### config.mk
export PLATFORM = sky130hd
export DESIGN_NAME = lsu_top
export DESIGN_NICKNAME = d
export VERILOG_FILES = /design/src/source/lsu_pkg.sv /design/src/source/lsu_request.sv /design/src/source/lsu_response.sv /design/src/source/lsu_tag_fifo.sv /design/src/source/lsu_top.sv
export SDC_FILE = /design/constraint.sdc
export NUM_CORES = 1
export LEC_CHECK = 0
export ABC_CLOCK_PERIOD_IN_PS = 6100
export BUFFER_PORTS_ARGS = -buffer_cell sky130_fd_sc_hd__buf_4
export CORE_MARGIN = 2
export CORE_UTILIZATION = 41
export DETAILED_ROUTE_END_ITERATION = 16
export PLACE_DENSITY = 0.66
export SETUP_SLACK_MARGIN = 0.3
export SLEW_MARGIN = 20
export SYNTH_ARGS = -nofsm -noshare
export SYNTH_HDL_FRONTEND = slang
export SYNTH_SLANG_ARGS = --single-unit
### constraint.sdc
create_clock -name clk_i -period 6.1 [get_ports clk_i]
set_input_delay 1.22 -clock clk_i [delete_from_list [all_inputs] [get_ports clk_i]]
set_output_delay 1.22 -clock clk_i [all_outputs]
set_load 0.01 [all_outputs]
### src/source/lsu_pkg.sv
// LSU package with data widths, access descriptor, load/store encodings and fault codes
package lsu_pkg;

    //--------------------------------------------------
    // Data types
    //--------------------------------------------------
    typedef logic [31:0] word_t;
    typedef logic [31:0] inst_t;
    typedef logic [3:0]  strobe_t;
    typedef logic [5:0]  exc_t;
    typedef logic [6:0]  opc_t;
    typedef logic [2:0]  funct3_t;

    // Access descriptor {addr[31:0], signed, half, byte, load}
    typedef logic [35:0] tag_t;

    //--------------------------------------------------
    // Instruction encodings
    //--------------------------------------------------
    localparam opc_t OPC_LOAD  = 7'b0000011;
    localparam opc_t OPC_STORE = 7'b0100011;

    // Size in bits [1:0], unsigned load in bit 2
    localparam funct3_t F3_B  = 3'b000;
    localparam funct3_t F3_H  = 3'b001;
    localparam funct3_t F3_W  = 3'b010;
    localparam funct3_t F3_BU = 3'b100;
    localparam funct3_t F3_HU = 3'b101;

    //--------------------------------------------------
    // Writeback exception codes
    //--------------------------------------------------
    // RISC-V cause with bit 4 set as valid marker
    localparam exc_t EXC_MISALIGNED_LOAD  = 6'h14;
    localparam exc_t EXC_FAULT_LOAD       = 6'h15;
    localparam exc_t EXC_MISALIGNED_STORE = 6'h16;
    localparam exc_t EXC_FAULT_STORE      = 6'h17;

    //--------------------------------------------------
    // Tag FIFO sizing
    //--------------------------------------------------
    // One access in flight plus one being issued
    localparam int TAG_DEPTH = 2;
    localparam int TAG_PTR_W = $clog2(TAG_DEPTH);

    typedef logic [TAG_PTR_W-1:0] tag_ptr_t;
    typedef logic [TAG_PTR_W:0]   tag_cnt_t;

endpackage

### src/source/lsu_request.sv
// LSU request stage that decodes loads and stores, forms addresses and issues memory requests
`timescale 1ns/1ns

module lsu_request
    import lsu_pkg::*;
(
    input  logic    clk_i,
    input  logic    rst_i,
    input  logic    opcode_valid_i,
    input  inst_t   opcode_opcode_i,
    input  word_t   opcode_ra_operand_i,
    input  word_t   opcode_rb_operand_i,
    input  logic    mem_accept_i,
    input  logic    mem_ack_i,
    input  logic    mem_error_i,
    output word_t   mem_addr_o,
    output word_t   mem_data_wr_o,
    output logic    mem_rd_o,
    output strobe_t mem_wr_o,
    output logic    stall_o,
    output logic    tag_push_o,
    output tag_t    tag_data_o,
    output logic    dummy_ack_o
);

    opc_t    opc;
    funct3_t funct3;
    logic    is_load;
    logic    is_store;
    logic    size_b;
    logic    size_h;
    logic    size_w;
    word_t   imm_i;
    word_t   imm_s;
    word_t   addr_r;
    logic    misaligned_r;
    word_t   data_r;
    strobe_t strobe_r;

    logic    req_rd_q;
    strobe_t req_wr_q;
    logic    req_unaligned_q;
    word_t   req_addr_q;
    word_t   req_data_q;
    logic    req_load_q;
    logic    req_byte_q;
    logic    req_half_q;
    logic    req_signed_q;

    logic    outstanding_q;
    logic    dummy_ack_q;
    logic    req_pending;
    logic    req_busy;
    logic    issue;
    logic    delay;

    //--------------------------------------------------
    // Decode and address generation
    //--------------------------------------------------
    assign opc    = opcode_opcode_i[6:0];
    assign funct3 = opcode_opcode_i[14:12];

    assign is_load  = opcode_valid_i && (opc == OPC_LOAD) &&
                      (funct3 == F3_B || funct3 == F3_H || funct3 == F3_W ||
                       funct3 == F3_BU || funct3 == F3_HU);
    assign is_store = opcode_valid_i && (opc == OPC_STORE) &&
                      (funct3 == F3_B || funct3 == F3_H || funct3 == F3_W);

    // Access size shared by loads and stores
    assign size_b = (funct3[1:0] == F3_B[1:0]);
    assign size_h = (funct3[1:0] == F3_H[1:0]);
    assign size_w = (funct3[1:0] == F3_W[1:0]);

    assign imm_i = {{20{opcode_opcode_i[31]}}, opcode_opcode_i[31:20]};
    assign imm_s = {{20{opcode_opcode_i[31]}}, opcode_opcode_i[31:25],
                    opcode_opcode_i[11:7]};

    assign addr_r       = opcode_ra_operand_i + (is_store ? imm_s : imm_i);
    assign misaligned_r = (is_load || is_store) &&
                          ((size_w && addr_r[1:0] != 2'b00) || (size_h && addr_r[0]));

    // Store data moved onto its byte lanes
    always_comb
    begin
        data_r   = '0;
        strobe_r = '0;
        if (is_store && !misaligned_r)
        begin
            if (size_b)
            begin
                data_r   = word_t'(opcode_rb_operand_i[7:0]) << {addr_r[1:0], 3'b000};
                strobe_r = strobe_t'(4'b0001) << addr_r[1:0];
            end
            else if (size_h)
            begin
                data_r   = word_t'(opcode_rb_operand_i[15:0]) << {addr_r[1], 4'b0000};
                strobe_r = addr_r[1] ? 4'b1100 : 4'b0011;
            end
            else
            begin
                data_r   = opcode_rb_operand_i;
                strobe_r = 4'b1111;
            end
        end
    end

    //--------------------------------------------------
    // Outstanding access tracking
    //--------------------------------------------------
    assign req_pending = mem_rd_o || (mem_wr_o != '0);
    assign issue       = req_pending && mem_accept_i;

    // Earlier access in flight and not acknowledged this cycle
    assign delay = outstanding_q && !mem_ack_i;

    always_ff @(posedge clk_i or posedge rst_i)
    begin
        if (rst_i)
            outstanding_q <= 1'b0;
        else if (issue)
            outstanding_q <= 1'b1;
        else if (mem_ack_i)
            outstanding_q <= 1'b0;
    end

    //--------------------------------------------------
    // Request register
    //--------------------------------------------------
    assign req_busy = req_rd_q || (req_wr_q != '0) || req_unaligned_q;

    always_ff @(posedge clk_i or posedge rst_i)
    begin
        if (rst_i)
        begin
            req_rd_q        <= 1'b0;
            req_wr_q        <= '0;
            req_unaligned_q <= 1'b0;
        end
        else if (!stall_o)
        begin
            req_rd_q        <= is_load && !misaligned_r;
            req_wr_q        <= strobe_r;
            req_unaligned_q <= misaligned_r;
        end
        else if (req_unaligned_q && !delay)
        begin
            // Misaligned entry retires once nothing older is in flight
            req_unaligned_q <= 1'b0;
        end
    end

    always_ff @(posedge clk_i)
    begin
        if (!stall_o && opcode_valid_i)
        begin
            req_addr_q   <= addr_r;
            req_data_q   <= data_r;
            req_load_q   <= is_load;
            req_byte_q   <= size_b;
            req_half_q   <= size_h;
            req_signed_q <= !funct3[2];
        end
    end

    always_ff @(posedge clk_i or posedge rst_i)
    begin
        if (rst_i)
            dummy_ack_q <= 1'b0;
        else
            dummy_ack_q <= req_unaligned_q && !delay;
    end

    //--------------------------------------------------
    // Outputs
    //--------------------------------------------------
    assign mem_addr_o    = {req_addr_q[31:2], 2'b00};
    assign mem_data_wr_o = req_data_q;
    assign mem_rd_o      = req_rd_q && !delay;
    assign mem_wr_o      = delay ? '0 : req_wr_q;

    assign stall_o = (req_pending && !mem_accept_i) || (delay && req_busy) || req_unaligned_q;

    assign tag_push_o  = issue || (req_unaligned_q && !delay);
    assign tag_data_o  = {req_addr_q, req_signed_q, req_half_q, req_byte_q, req_load_q};
    assign dummy_ack_o = dummy_ack_q;

    // Back-pressured request holds until accepted
    assert property (@(posedge clk_i) disable iff (rst_i)
        (req_pending && !mem_accept_i) |=>
            ($stable(mem_addr_o) && $stable(mem_data_wr_o) &&
             $stable(mem_rd_o) && $stable(mem_wr_o)))
        else $error("lsu_request: request changed while waiting for accept");

    assert property (@(posedge clk_i) disable iff (rst_i)
        !(mem_rd_o && (mem_wr_o != '0)))
        else $error("lsu_request: read and write requested together");

    // Acks and bus errors only for an access in flight
    assert property (@(posedge clk_i) disable iff (rst_i)
        (mem_ack_i || mem_error_i) |-> outstanding_q)
        else $error("lsu_request: response without an outstanding access");

endmodule

### src/source/lsu_response.sv
// LSU response stage that aligns load data, classifies faults and drives the writeback
`timescale 1ns/1ns

module lsu_response
    import lsu_pkg::*;
(
    input  logic  clk_i,
    input  logic  rst_i,
    input  logic  mem_ack_i,
    input  logic  mem_error_i,
    input  word_t mem_data_rd_i,
    input  logic  dummy_ack_i,
    input  tag_t  tag_i,
    output logic  tag_pop_o,
    output logic  writeback_valid_o,
    output word_t writeback_value_o,
    output exc_t  writeback_exception_o
);

    word_t tag_addr;
    logic  tag_signed;
    logic  tag_half;
    logic  tag_byte;
    logic  tag_load;
    logic  fault_bus;
    logic  fault_align;
    logic  complete;
    word_t load_shift;
    word_t load_data;

    assign {tag_addr, tag_signed, tag_half, tag_byte, tag_load} = tag_i;

    assign fault_bus   = mem_ack_i && mem_error_i;
    assign fault_align = dummy_ack_i;
    assign complete    = mem_ack_i || dummy_ack_i;

    //--------------------------------------------------
    // Load extraction
    //--------------------------------------------------
    // Addressed lane moved down to bit 0
    assign load_shift = mem_data_rd_i >> {tag_addr[1:0], 3'b000};

    always_comb
    begin
        if (tag_byte)
            load_data = {{24{tag_signed & load_shift[7]}}, load_shift[7:0]};
        else if (tag_half)
            load_data = {{16{tag_signed & load_shift[15]}}, load_shift[15:0]};
        else
            load_data = mem_data_rd_i;
    end

    //--------------------------------------------------
    // Writeback
    //--------------------------------------------------
    always_comb
    begin
        writeback_value_o     = '0;
        writeback_exception_o = '0;
        if (fault_align || fault_bus)
        begin
            // Faulting address goes out as the result
            writeback_value_o = tag_addr;
            if (fault_align)
                writeback_exception_o = tag_load ? EXC_MISALIGNED_LOAD : EXC_MISALIGNED_STORE;
            else
                writeback_exception_o = tag_load ? EXC_FAULT_LOAD : EXC_FAULT_STORE;
        end
        else if (mem_ack_i && tag_load)
            writeback_value_o = load_data;
    end

    assign writeback_valid_o = complete;
    assign tag_pop_o         = complete;

    // Misaligned completions never overlap a memory ack
    assert property (@(posedge clk_i) disable iff (rst_i)
        !(mem_ack_i && dummy_ack_i))
        else $error("lsu_response: memory ack and dummy ack together");

endmodule

### src/source/lsu_tag_fifo.sv
// Tag FIFO that keeps access descriptors in issue order until they complete
`timescale 1ns/1ns

module lsu_tag_fifo
    import lsu_pkg::*;
(
    input  logic clk_i,
    input  logic rst_i,
    input  logic push_i,
    input  tag_t data_i,
    input  logic pop_i,
    output tag_t data_o
);

    tag_t     ram_q [TAG_DEPTH];
    tag_ptr_t rd_ptr_q;
    tag_ptr_t wr_ptr_q;
    tag_cnt_t count_q;

    // Circular increment
    function automatic tag_ptr_t next_ptr(input tag_ptr_t ptr);
        next_ptr = (ptr == tag_ptr_t'(TAG_DEPTH - 1)) ? '0 : ptr + tag_ptr_t'(1);
    endfunction

    always_ff @(posedge clk_i or posedge rst_i)
    begin
        if (rst_i)
        begin
            rd_ptr_q <= '0;
            wr_ptr_q <= '0;
            count_q  <= '0;
        end
        else
        begin
            if (push_i)
                wr_ptr_q <= next_ptr(wr_ptr_q);
            if (pop_i)
                rd_ptr_q <= next_ptr(rd_ptr_q);

            if (push_i && !pop_i)
                count_q <= count_q + tag_cnt_t'(1);
            else if (pop_i && !push_i)
                count_q <= count_q - tag_cnt_t'(1);
        end
    end

    always_ff @(posedge clk_i)
    begin
        if (push_i)
            ram_q[wr_ptr_q] <= data_i;
    end

    // Head entry, valid whenever count is nonzero
    assign data_o = ram_q[rd_ptr_q];

    assert property (@(posedge clk_i) disable iff (rst_i)
        push_i |-> (count_q != tag_cnt_t'(TAG_DEPTH)))
        else $error("lsu_tag_fifo: push while full");

    assert property (@(posedge clk_i) disable iff (rst_i)
        pop_i |-> (count_q != '0))
        else $error("lsu_tag_fifo: pop while empty");

endmodule

### src/source/lsu_top.sv
// LSU top level joining the request stage, tag FIFO and response stage
`timescale 1ns/1ns

module lsu_top
    import lsu_pkg::*;
(
    input  logic    clk_i,
    input  logic    rst_i,

    // Core side
    input  logic    opcode_valid_i,
    input  inst_t   opcode_opcode_i,
    input  word_t   opcode_ra_operand_i,
    input  word_t   opcode_rb_operand_i,
    output logic    stall_o,
    output logic    writeback_valid_o,
    output word_t   writeback_value_o,
    output exc_t    writeback_exception_o,

    // Memory side
    output word_t   mem_addr_o,
    output word_t   mem_data_wr_o,
    output logic    mem_rd_o,
    output strobe_t mem_wr_o,
    input  logic    mem_accept_i,
    input  logic    mem_ack_i,
    input  logic    mem_error_i,
    input  word_t   mem_data_rd_i
);

    logic tag_push;
    tag_t tag_data;
    logic tag_pop;
    tag_t tag_head;
    logic dummy_ack;

    lsu_request u_request (
        .clk_i               (clk_i),
        .rst_i               (rst_i),
        .opcode_valid_i      (opcode_valid_i),
        .opcode_opcode_i     (opcode_opcode_i),
        .opcode_ra_operand_i (opcode_ra_operand_i),
        .opcode_rb_operand_i (opcode_rb_operand_i),
        .mem_accept_i        (mem_accept_i),
        .mem_ack_i           (mem_ack_i),
        .mem_error_i         (mem_error_i),
        .mem_addr_o          (mem_addr_o),
        .mem_data_wr_o       (mem_data_wr_o),
        .mem_rd_o            (mem_rd_o),
        .mem_wr_o            (mem_wr_o),
        .stall_o             (stall_o),
        .tag_push_o          (tag_push),
        .tag_data_o          (tag_data),
        .dummy_ack_o         (dummy_ack)
    );

    lsu_tag_fifo u_tag_fifo (
        .clk_i  (clk_i),
        .rst_i  (rst_i),
        .push_i (tag_push),
        .data_i (tag_data),
        .pop_i  (tag_pop),
        .data_o (tag_head)
    );

    lsu_response u_response (
        .clk_i                 (clk_i),
        .rst_i                 (rst_i),
        .mem_ack_i             (mem_ack_i),
        .mem_error_i           (mem_error_i),
        .mem_data_rd_i         (mem_data_rd_i),
        .dummy_ack_i           (dummy_ack),
        .tag_i                 (tag_head),
        .tag_pop_o             (tag_pop),
        .writeback_valid_o     (writeback_valid_o),
        .writeback_value_o     (writeback_value_o),
        .writeback_exception_o (writeback_exception_o)
    );

endmodule

==> results of run 1 <==
==> layout make-up <==
type,instances,share of cell area
multi-input cells,527,0.322
clock inverters,11,0.0103
inverters,17,0.00596
repair buffers,243,0.173
clock buffers,20,0.0408
well taps,270,0.0316
flip-flops and latches,150,0.416
==> kinds of logic after synthesis <==
| family | Yosys count | synth area share |
|---|---|---|
| adder cells (fa/ha/maj) | 32 | 0.0491 |
| flip-flops | 150 | 0.536 |
| AO/OA/AOI/OAI | 201 | 0.162 |
| multiplexers | 45 | 0.0556 |
| buffers and inverters | 82 | 0.0538 |
| other | 1 | 0.000451 |
| XOR/XNOR | 31 | 0.0327 |
| AND/OR/NAND/NOR | 214 | 0.111 |
==> metrics by stage <==
step / total power [mW] / worst slack (ns) / instances
floorplan: 1.83 / 0.880 / 759
global placement: 2.16 / 0.338 / 1205
detailed placement: 2.17 / 0.319 / 1205
CTS: 3.14 / 0.766 / 1236
global route: 3.28 / 0.470 / 1238
finish: 3.13 / 0.785 / 1238
==> worst max-delay path by stage <==
stage,depth (start not counted),slack (ns),to
2_1_floorplan,6,0.88,u_request.mem_data_wr_o[0]$_SDFFCE_PN0P_
3_3_place_gp,15,0.34,u_request.req_addr_q[30]$_DFFE_PP_
3_5_place_dp,15,0.32,u_request.req_addr_q[28]$_DFFE_PP_
4_1_cts,15,0.77,u_request.req_addr_q[28]$_DFFE_PP_
5_1_grt,16,0.47,u_request.req_addr_q[30]$_DFFE_PP_
6_report,15,0.79,u_request.req_addr_q[30]$_DFFE_PP_
==> flip-flops by register name, indices dropped and copies added, names as in the netlist <==
name and cells:
u_request.req_wr_q 4, u_tag_fifo.ram_q 72, u_request.req_byte_q 1, u_tag_fifo.wr_ptr_q 1, u_request.outstanding_q 1, u_request.req_half_q 1, u_request.req_signed_q 1, u_tag_fifo.rd_ptr_q 1
u_request.dummy_ack_o 1, u_request.req_rd_q 1, u_request.mem_data_wr_o 32, u_request.req_load_q 1, u_request.req_addr_q 32, u_request.req_unaligned_q 1
==> Yosys cell counts, types with 2 or more instances <==
cell / count
buf_4: 35
buf_2: 6
or2_2: 4
nand3_1: 10
clkbuf_1: 22
edfxtp_1: 140
o21a_1: 3
a31oi_1: 7
o221ai_1: 4
o22ai_1: 30
and2_1: 14
nand4_1: 3
xnor2_1: 23
and3_1: 5
a21o_1: 12
a21oi_1: 47
nand2_1: 70
ha_1: 31
a221oi_1: 16
or3_1: 2
buf_1: 2
nor2_1: 92
o211ai_1: 3
o31ai_1: 6
o31a_1: 2
o21bai_1: 6
xor2_1: 8
dfrtp_1: 10
nor3_1: 6
a22oi_1: 12
o21ai_0: 30
a22o_1: 8
inv_1: 17
mux2_2: 9
mux2i_1: 36
nand2b_1: 4
==> worst max-delay path: stages <==
cell and delay [ns]:
buf_4 0.13, a2111oi_0 0.50, nand3_1 0.15, or3b_2 0.58
mux2_2 0.31, ha_1 0.21, fa_1 0.41, a21o_1 0.24
a221oi_2 0.34, o21ai_0 0.23, a31oi_1 0.28, nand2_1 0.14
a31o_2 0.30, a221oi_1 0.33, xnor2_1 0.10
==> power by group through the flow <==
stage               combinational, mW  sequential [mW]  clock [mW]
global placement                0.897             1.26           0
finish                          0.910             1.24       0.976
global route                    0.991             1.25        1.03
detailed placement              0.904             1.26           0
CTS                             0.908             1.24       0.992
floorplan                       0.586             1.25           0
==> per-layer routing <==
layer,up-vias,share of wire,GRT usage
met1,3114,0.43,0.284
met4,0,0.032,0.0883
met3,43,0.055,0.0403
li1,3198,-,-
met5,-,0,0
met2,254,0.48,0.336
==> qor.log, run 1 <==
qor: cells_and_area.syn_to_final_growth 28.9%
qor: pwr.power_frac_seq 0.398
qor: cells_and_area.drive_gt1_frac 0.303
qor: worst_setup_path.critical_path.reg2reg.endpoint u_request.req_addr_q[28]$_DFFE_PP_
qor: hold_path.hold_end u_tag_fifo.ram_q[0][0]$_DFFE_PP_
qor: sta.finalSetupTns 0 ns
qor: clock_tree.tritoncts_num_sinks 150
qor: clock_tree.holdBufCountCts 0
qor: detailed_routing.first_pass_iters 5
qor: floorplan.floorplan.die.width 146 um
qor: yosys.postSynthCellCount 756
qor: floorplan.die_area 0.0214 mm2
qor: cells_and_area.finish.net_count 1122
qor: worst_setup_path.crit_type in2reg
qor: worst_setup_path.timing.critical_path.fanout_max 7
qor: sta.hold_viol_final 0
qor: hold_path.worst_hold_path_type reg2reg
qor: hold_path.worst_hold_path.num_cells 0
qor: yosys.synthDominantAreaCellType edfxtp_1
qor: worst_setup_path.cp.required 6.26 ns
qor: yosys.async_reset_ff_frac 0.0667
qor: sta.slew_headroom 0.342
qor: global_route.maximum_number_of_pins_on_one_net_before_global_route_repair 40
qor: sta.setup_repair_after_global_routing_missed_its_margin no
qor: worst_setup_path.r2r.worst_path.cells 6
qor: clock_tree.clkSlewWorstSetupHoldPaths 0.06 ns
qor: placement.place.gp.congestion 0.873
qor: detailed_routing.drtIter0Drc 543
qor: pwr.power-per-cell-area 292 mW/mm2
qor: cells_and_area.ff_latch_area 0.00446 mm2
qor: clock_tree.clock_latency 0.42 ns
qor: clock_tree.tritoncts_clock_tree built
qor: cells_and_area.number_of_antenna_repair_diodes 0
qor: global_route.globalRoute.totalOverflow 0
qor: placement.dp_hpwl 17000 um
qor: hold_path.holdCritStartpoint u_request.req_load_q$_DFFE_PP_
qor: clock_tree.cell_at_the_root_of_the_clock_tree clkbuf_16
qor: clock_tree.htree_num_levels 4
qor: global_route.grt_antenna_before_repair 0
qor: yosys.yosys.area.top_type_share 0.506
qor: sta.maxSlewViolCount 0
qor: sta.setup_viol 0
qor: floorplan.core_region_area 0.0200 mm2
qor: detailed_routing.drt-wirelength-per-cell 18.2 um
qor: global_route.global_route_wire_length_before_repair 34900 um
qor: detailed_routing.antenna_violating_nets_post_route 0
qor: clock_tree.cts-buffers-inserted 17
qor: pwr.irDropWorstVdd 171 uV
qor: pwr.switching_power 0.934 mW
qor: worst_setup_path.startpoint_type input pin
qor: placement.place_area 0.0101 mm2
qor: cells_and_area.mostFrequentLayoutCells buf_4 (241), edfxtp_1 (140), nor2_1 (89), nand2_1 (70), a21oi_1 (46)
qor: worst_setup_path.worst-r2r-setup-slack 3.31 ns
qor: detailed_routing.dr_total_vias 6609
qor: status.run_status finished, final reports clean
qor: pwr.power.clock.fraction 0.312
qor: floorplan.floorplan.rows 52
qor: sta.period_share 0.871
qor: clock_tree.post-cts-setup-buffer-count 0
qor: cells_and_area.finalCoreUtilization 0.534
qor: floorplan.initial_utilization 0.415
qor: yosys.dominantRegCellSynth edfxtp_1
qor: worst_setup_path.critical_path_endpoint_category flip-flop
qor: pwr.cell_internal_pwr 2.20 mW
qor: global_route.first_global_vias 6379
qor: worst_setup_path.data_arrival_time_of_the_critical_path 5.48 ns
qor: yosys.synth.top_cells.by_area edfxtp_1 (51%), ha_1 (4.7%), mux2i_1 (4.3%), nor2_1 (4.2%), buf_4 (3.2%)
qor: clock_tree.post_cts_resized 0
qor: yosys.synthesis.yosys.warnings 0
qor: global_route.grtUsageTotal 0.211
qor: yosys.post_synth.cell_area_avg 11.0 um2
qor: detailed_routing.post_drt_via_cell_ratio 5.34
qor: yosys.synth_cell_type_count 57
qor: yosys.ys_ff_latch 150
qor: sta.finalCriticalPeriod 5.31 ns
qor: floorplan.die_h 146 um
qor: sta.max_fclk 188 MHz
qor: sta.worst_slew_pin_slew 0.960 ns
qor: worst_setup_path.worst_setup_path_startpoint opcode_opcode_i[12]
qor: placement.place.port_buffers 233
qor: pwr.p_sw_frac 0.298
qor: cells_and_area.layout_commonest_cell buf_4
qor: sta.final.setup_skew 0.00684 ns
qor: worst_setup_path.timing.rr.start u_request.req_wr_q[0]$_DFFE_PP0N_
qor: detailed_routing.route.detailed.drc 0
qor: yosys.yosysSeqAreaShare 0.536
qor: run.cap_viol_max_count 0
qor: yosys.mappedNetlistArea 0.00831 mm2
qor: detailed_routing.route.final.wire_length 22500 um
qor: floorplan.io_pins 243
qor: clock_tree.clk_path_buf_depth 2
qor: cells_and_area.multi_input_comb_area 0.00344 mm2
qor: pwr.power.leakage 4.44 nW
qor: pwr.comb_power_share 0.291
qor: cells_and_area.fillers 1815
qor: yosys.synth_enable_flop_cells 140
qor: sta.worst_hold_slack 0.447 ns
qor: cells_and_area.post-route-cell-area 0.0107 mm2
Power figures use the tool's default switching activity.
==> run 2: changes to the inputs <==
- BUFFER_PORTS_ARGS: -buffer_cell sky130_fd_sc_hd__buf_4 -> not set
- CORE_UTILIZATION: 41 -> 52
- DONT_BUFFER_PORTS: not set -> 1
- PLACE_DENSITY: 0.66 -> 0.67
==> qor.log, run 2 (synthesized netlist as in run 1, its figures left out) <==
qor: global_route.grtUsageTotal 0.224 [+0.0134]
qor: clock_tree.clk_path_buf_depth 2 [unchanged]
qor: pwr.comb_power_share 0.204 [-0.087]
qor: floorplan.initial_utilization 0.527 [+0.112]
qor: clock_tree.post_cts_resized 0 [unchanged]
qor: placement.dpl.cell_count 914 [-24%]
qor: clock_tree.cts-buffers-inserted 17 [unchanged]
qor: cells_and_area.number_of_antenna_repair_diodes 0 [unchanged]
qor: worst_setup_path.critical_path.top_delay_family compound AO/OA/AOI/OAI gates
qor: clock_tree.htree_num_levels 4 [unchanged]
qor: worst_setup_path.timing.critical_path.fanout_max 7 [unchanged]
qor: sta.setup_viol 0 [unchanged]
qor: floorplan.io_pins 243 [unchanged]
qor: detailed_routing.drt-wirelength-per-cell 20.9 um [+15%]
qor: sta.maxSlewViolCount 0 [unchanged]
qor: cells_and_area.finish.cell_count_without_fillers 946 [-24%]
qor: detailed_routing.antenna_violating_nets_post_route 0 [unchanged]
qor: floorplan.die_h 130 um [-11%]
qor: clock_tree.holdBufCountCts 0 [unchanged]
qor: pwr.irDropWorstVdd 216 uV [+26%]
qor: global_route.maximum_number_of_pins_on_one_net_before_global_route_repair 54 [+35%]
qor: pwr.switching_power 0.891 mW [-4.5%]
qor: worst_setup_path.critical_path_endpoint_category flip-flop
qor: worst_setup_path.data_arrival_time_of_the_critical_path 5.40 ns [-0.08 ns]
qor: cells_and_area.post-route-cell-area 0.00892 mm2 [-17%]
qor: cells_and_area.finalCoreUtilization 0.565 [+0.0312]
qor: cells_and_area.largest_register_ff_count 72 [unchanged]
qor: run.cap_viol_max_count 0 [unchanged]
qor: cells_and_area.mostFrequentLayoutCells edfxtp_1 (140), nor2_1 (89), nand2_1 (70), a21oi_1 (46), mux2i_1 (36)
qor: worst_setup_path.cp_slowest_cell or3b_2
qor: sta.finalSetupTns 0 ns [unchanged]
qor: pwr.p_sw_frac 0.290 [-0.00804]
qor: placement.dp_hpwl 14900 um [-12%]
qor: detailed_routing.route.detailed.drc 0 [unchanged]
qor: clock_tree.cell_at_the_root_of_the_clock_tree clkbuf_16
qor: placement.place_area 0.00826 mm2 [-18%]
qor: pwr.power.clock.fraction 0.370 [+0.058]
qor: clock_tree.tritoncts_num_sinks 150 [unchanged]
qor: sta.hold_viol_final 0 [unchanged]
qor: placement.place.gp.congestion 0.920 [+5.4%]
qor: global_route.first_global_vias 5345 [-16%]
qor: cells_and_area.finish.net_count 883 [-21%]
qor: floorplan.die_area 0.0170 mm2 [-21%]
qor: floorplan.core_region_area 0.0158 mm2 [-21%]
qor: clock_tree.tritoncts_clock_tree built
qor: sta.final.setup_skew 0.0114 ns [+0.00459 ns]
qor: global_route.grt_antenna_before_repair 0 [unchanged]
qor: detailed_routing.post_drt_via_cell_ratio 6.15 [+15%]
qor: status.run_status finished, final reports clean
qor: detailed_routing.first_pass_iters 5 [unchanged]
qor: detailed_routing.drtIter0Drc 407 [-25%]
qor: worst_setup_path.path_depth 15 [unchanged]
qor: worst_setup_path.r2r.worst_path.cells 6 [unchanged]
qor: sta.worst_slew_pin_slew 1.03 ns [+0.0709 ns]
qor: hold_path.worst_hold_path.num_cells 0 [unchanged]
qor: floorplan.floorplan.die.width 130 um [-11%]
qor: worst_setup_path.startpoint_type input pin
qor: worst_setup_path.crit_type in2reg
qor: cells_and_area.drive_gt1_frac 0.0808 [-0.222]
qor: pwr.power-per-cell-area 344 mW/mm2 [+18%]
qor: sta.slew_headroom 0.311 [-0.0306]
qor: cells_and_area.syn_to_final_growth 7.32%
qor: placement.place.port_buffers 0 [-100%]
qor: global_route.global_route_wire_length_before_repair 28700 um [-18%]
qor: sta.period_share 0.859 [-0.0123]
qor: pwr.power.leakage 3.31 nW [-25%]
qor: floorplan.floorplan.rows 46 [-12%]
qor: sta.max_fclk 191 MHz [+1.4%]
qor: cells_and_area.max_flop_register u_tag_fifo.ram_q
qor: worst_setup_path.cp.required 6.26 ns [about the same]
qor: hold_path.worst_hold_path_type reg2reg
qor: placement.post-place-ws 0.439 ns [+0.120 ns]
qor: detailed_routing.route.final.wire_length 19800 um [-12%]
qor: worst_setup_path.timing.critical_path.cells nand2_1 > a2111oi_0 > nand3_1 > or3b_2 > mux2_2 > ha_1 > fa_1 > a21o_1 > a221oi_2 > o21ai_0 > a31oi_1 > o21ai_0 > o221ai_1 > mux2i_1 > nand3_1
qor: clock_tree.clock_latency 0.42 ns [about the same]
qor: pwr.total_design_power 3.07 mW [-1.9%]
qor: clock_tree.clkSlewWorstSetupHoldPaths 0.06 ns [about the same]
qor: worst_setup_path.cpPeakStageDelay 0.58 ns [about the same]
qor: clock_tree.post-cts-setup-buffer-count 0 [unchanged]
qor: sta.final.setup.worst_slack 0.860 ns [+0.0752 ns]
qor: global_route.globalRoute.totalOverflow 0 [unchanged]
qor: worst_setup_path.worst-path-buf-inv 0 [-1]
qor: sta.setup_repair_after_global_routing_missed_its_margin no
qor: sta.worst_hold_slack 0.457 ns [+0.00994 ns]
qor: pwr.cell_internal_pwr 2.18 mW [-0.76%]
qor: cells_and_area.layout_commonest_cell edfxtp_1
qor: pwr.power_frac_seq 0.425 [+0.027]
qor: sta.finalCriticalPeriod 5.24 ns [-0.0752 ns]
qor: detailed_routing.dr_total_vias 5818 [-12%]
[run 2: cell count changes in the layout (fill, tap and decap cells not counted), sizes merged]
cell	before	now
buf	243	4
clkinv	7	3
bufinv	2	5
inv	17	20
clkbuf	20	18
clkinvlp	2	3
[run 2: layout make-up]
class | count | area, um2
fill | 1365 | 6850
timing repair buffer | 4 | 30.0
inverter | 17 | 63.8
clock inverter | 14 | 223
sequential | 150 | 4460
tap | 216 | 270
multi-input combinational | 527 | 3440
clock buffer | 18 | 429
[run 2: worst paths after layout]
kind                                                    from  slack [ns]                                  to
setup / recovery                              opcode_valid_i        0.86  u_request.req_addr_q[28]$_DFFE_PP_
hold / removal                u_request.req_byte_q$_DFFE_PP_        0.46    u_tag_fifo.ram_q[1][1]$_DFFE_PP_
setup reg to reg           u_request.req_wr_q[0]$_DFFE_PP0N_        3.50   u_request.req_addr_q[5]$_DFFE_PP_
hold reg to reg               u_request.req_byte_q$_DFFE_PP_        0.46    u_tag_fifo.ram_q[1][1]$_DFFE_PP_
max in group asynchronous                              rst_i        5.14     u_tag_fifo.rd_ptr_q$_DFFE_PP0P_
min in group asynchronous                              rst_i        0.67   u_request.req_wr_q[0]$_DFFE_PP0N_
[run 2: power groups by stage]
stage / clock network, mW / registers (mW) / logic (mW)
2_1_floorplan: 0 / 1.25 / 0.586
3_3_place_gp: 0 / 1.33 / 0.607
3_5_place_dp: 0 / 1.33 / 0.617
4_1_cts: 1.15 / 1.31 / 0.619
5_1_grt: 1.20 / 1.31 / 0.682
6_report: 1.14 / 1.31 / 0.627
[run 2: per-layer routing]
| metal | wire length, um | global-route usage | part of all wire |
|---|---|---|---|
| met3 | 1740 | 0.0635 | 0.088 |
| met5 | 0 | 0 | 0 |
| met4 | 403 | 0.0632 | 0.020 |
| met1 | 8470 | 0.303 | 0.43 |
| met2 | 9140 | 0.359 | 0.46 |
[run 2: worst reg2reg max path: stages, from the launching register on]
cell and delay (ns):
dfrtp_1 0.40, nor3_1 0.19, nand2_1 0.09, nand2_1 0.06, nand2_1 0.29, nor2_4 0.51
buf_4 0.64
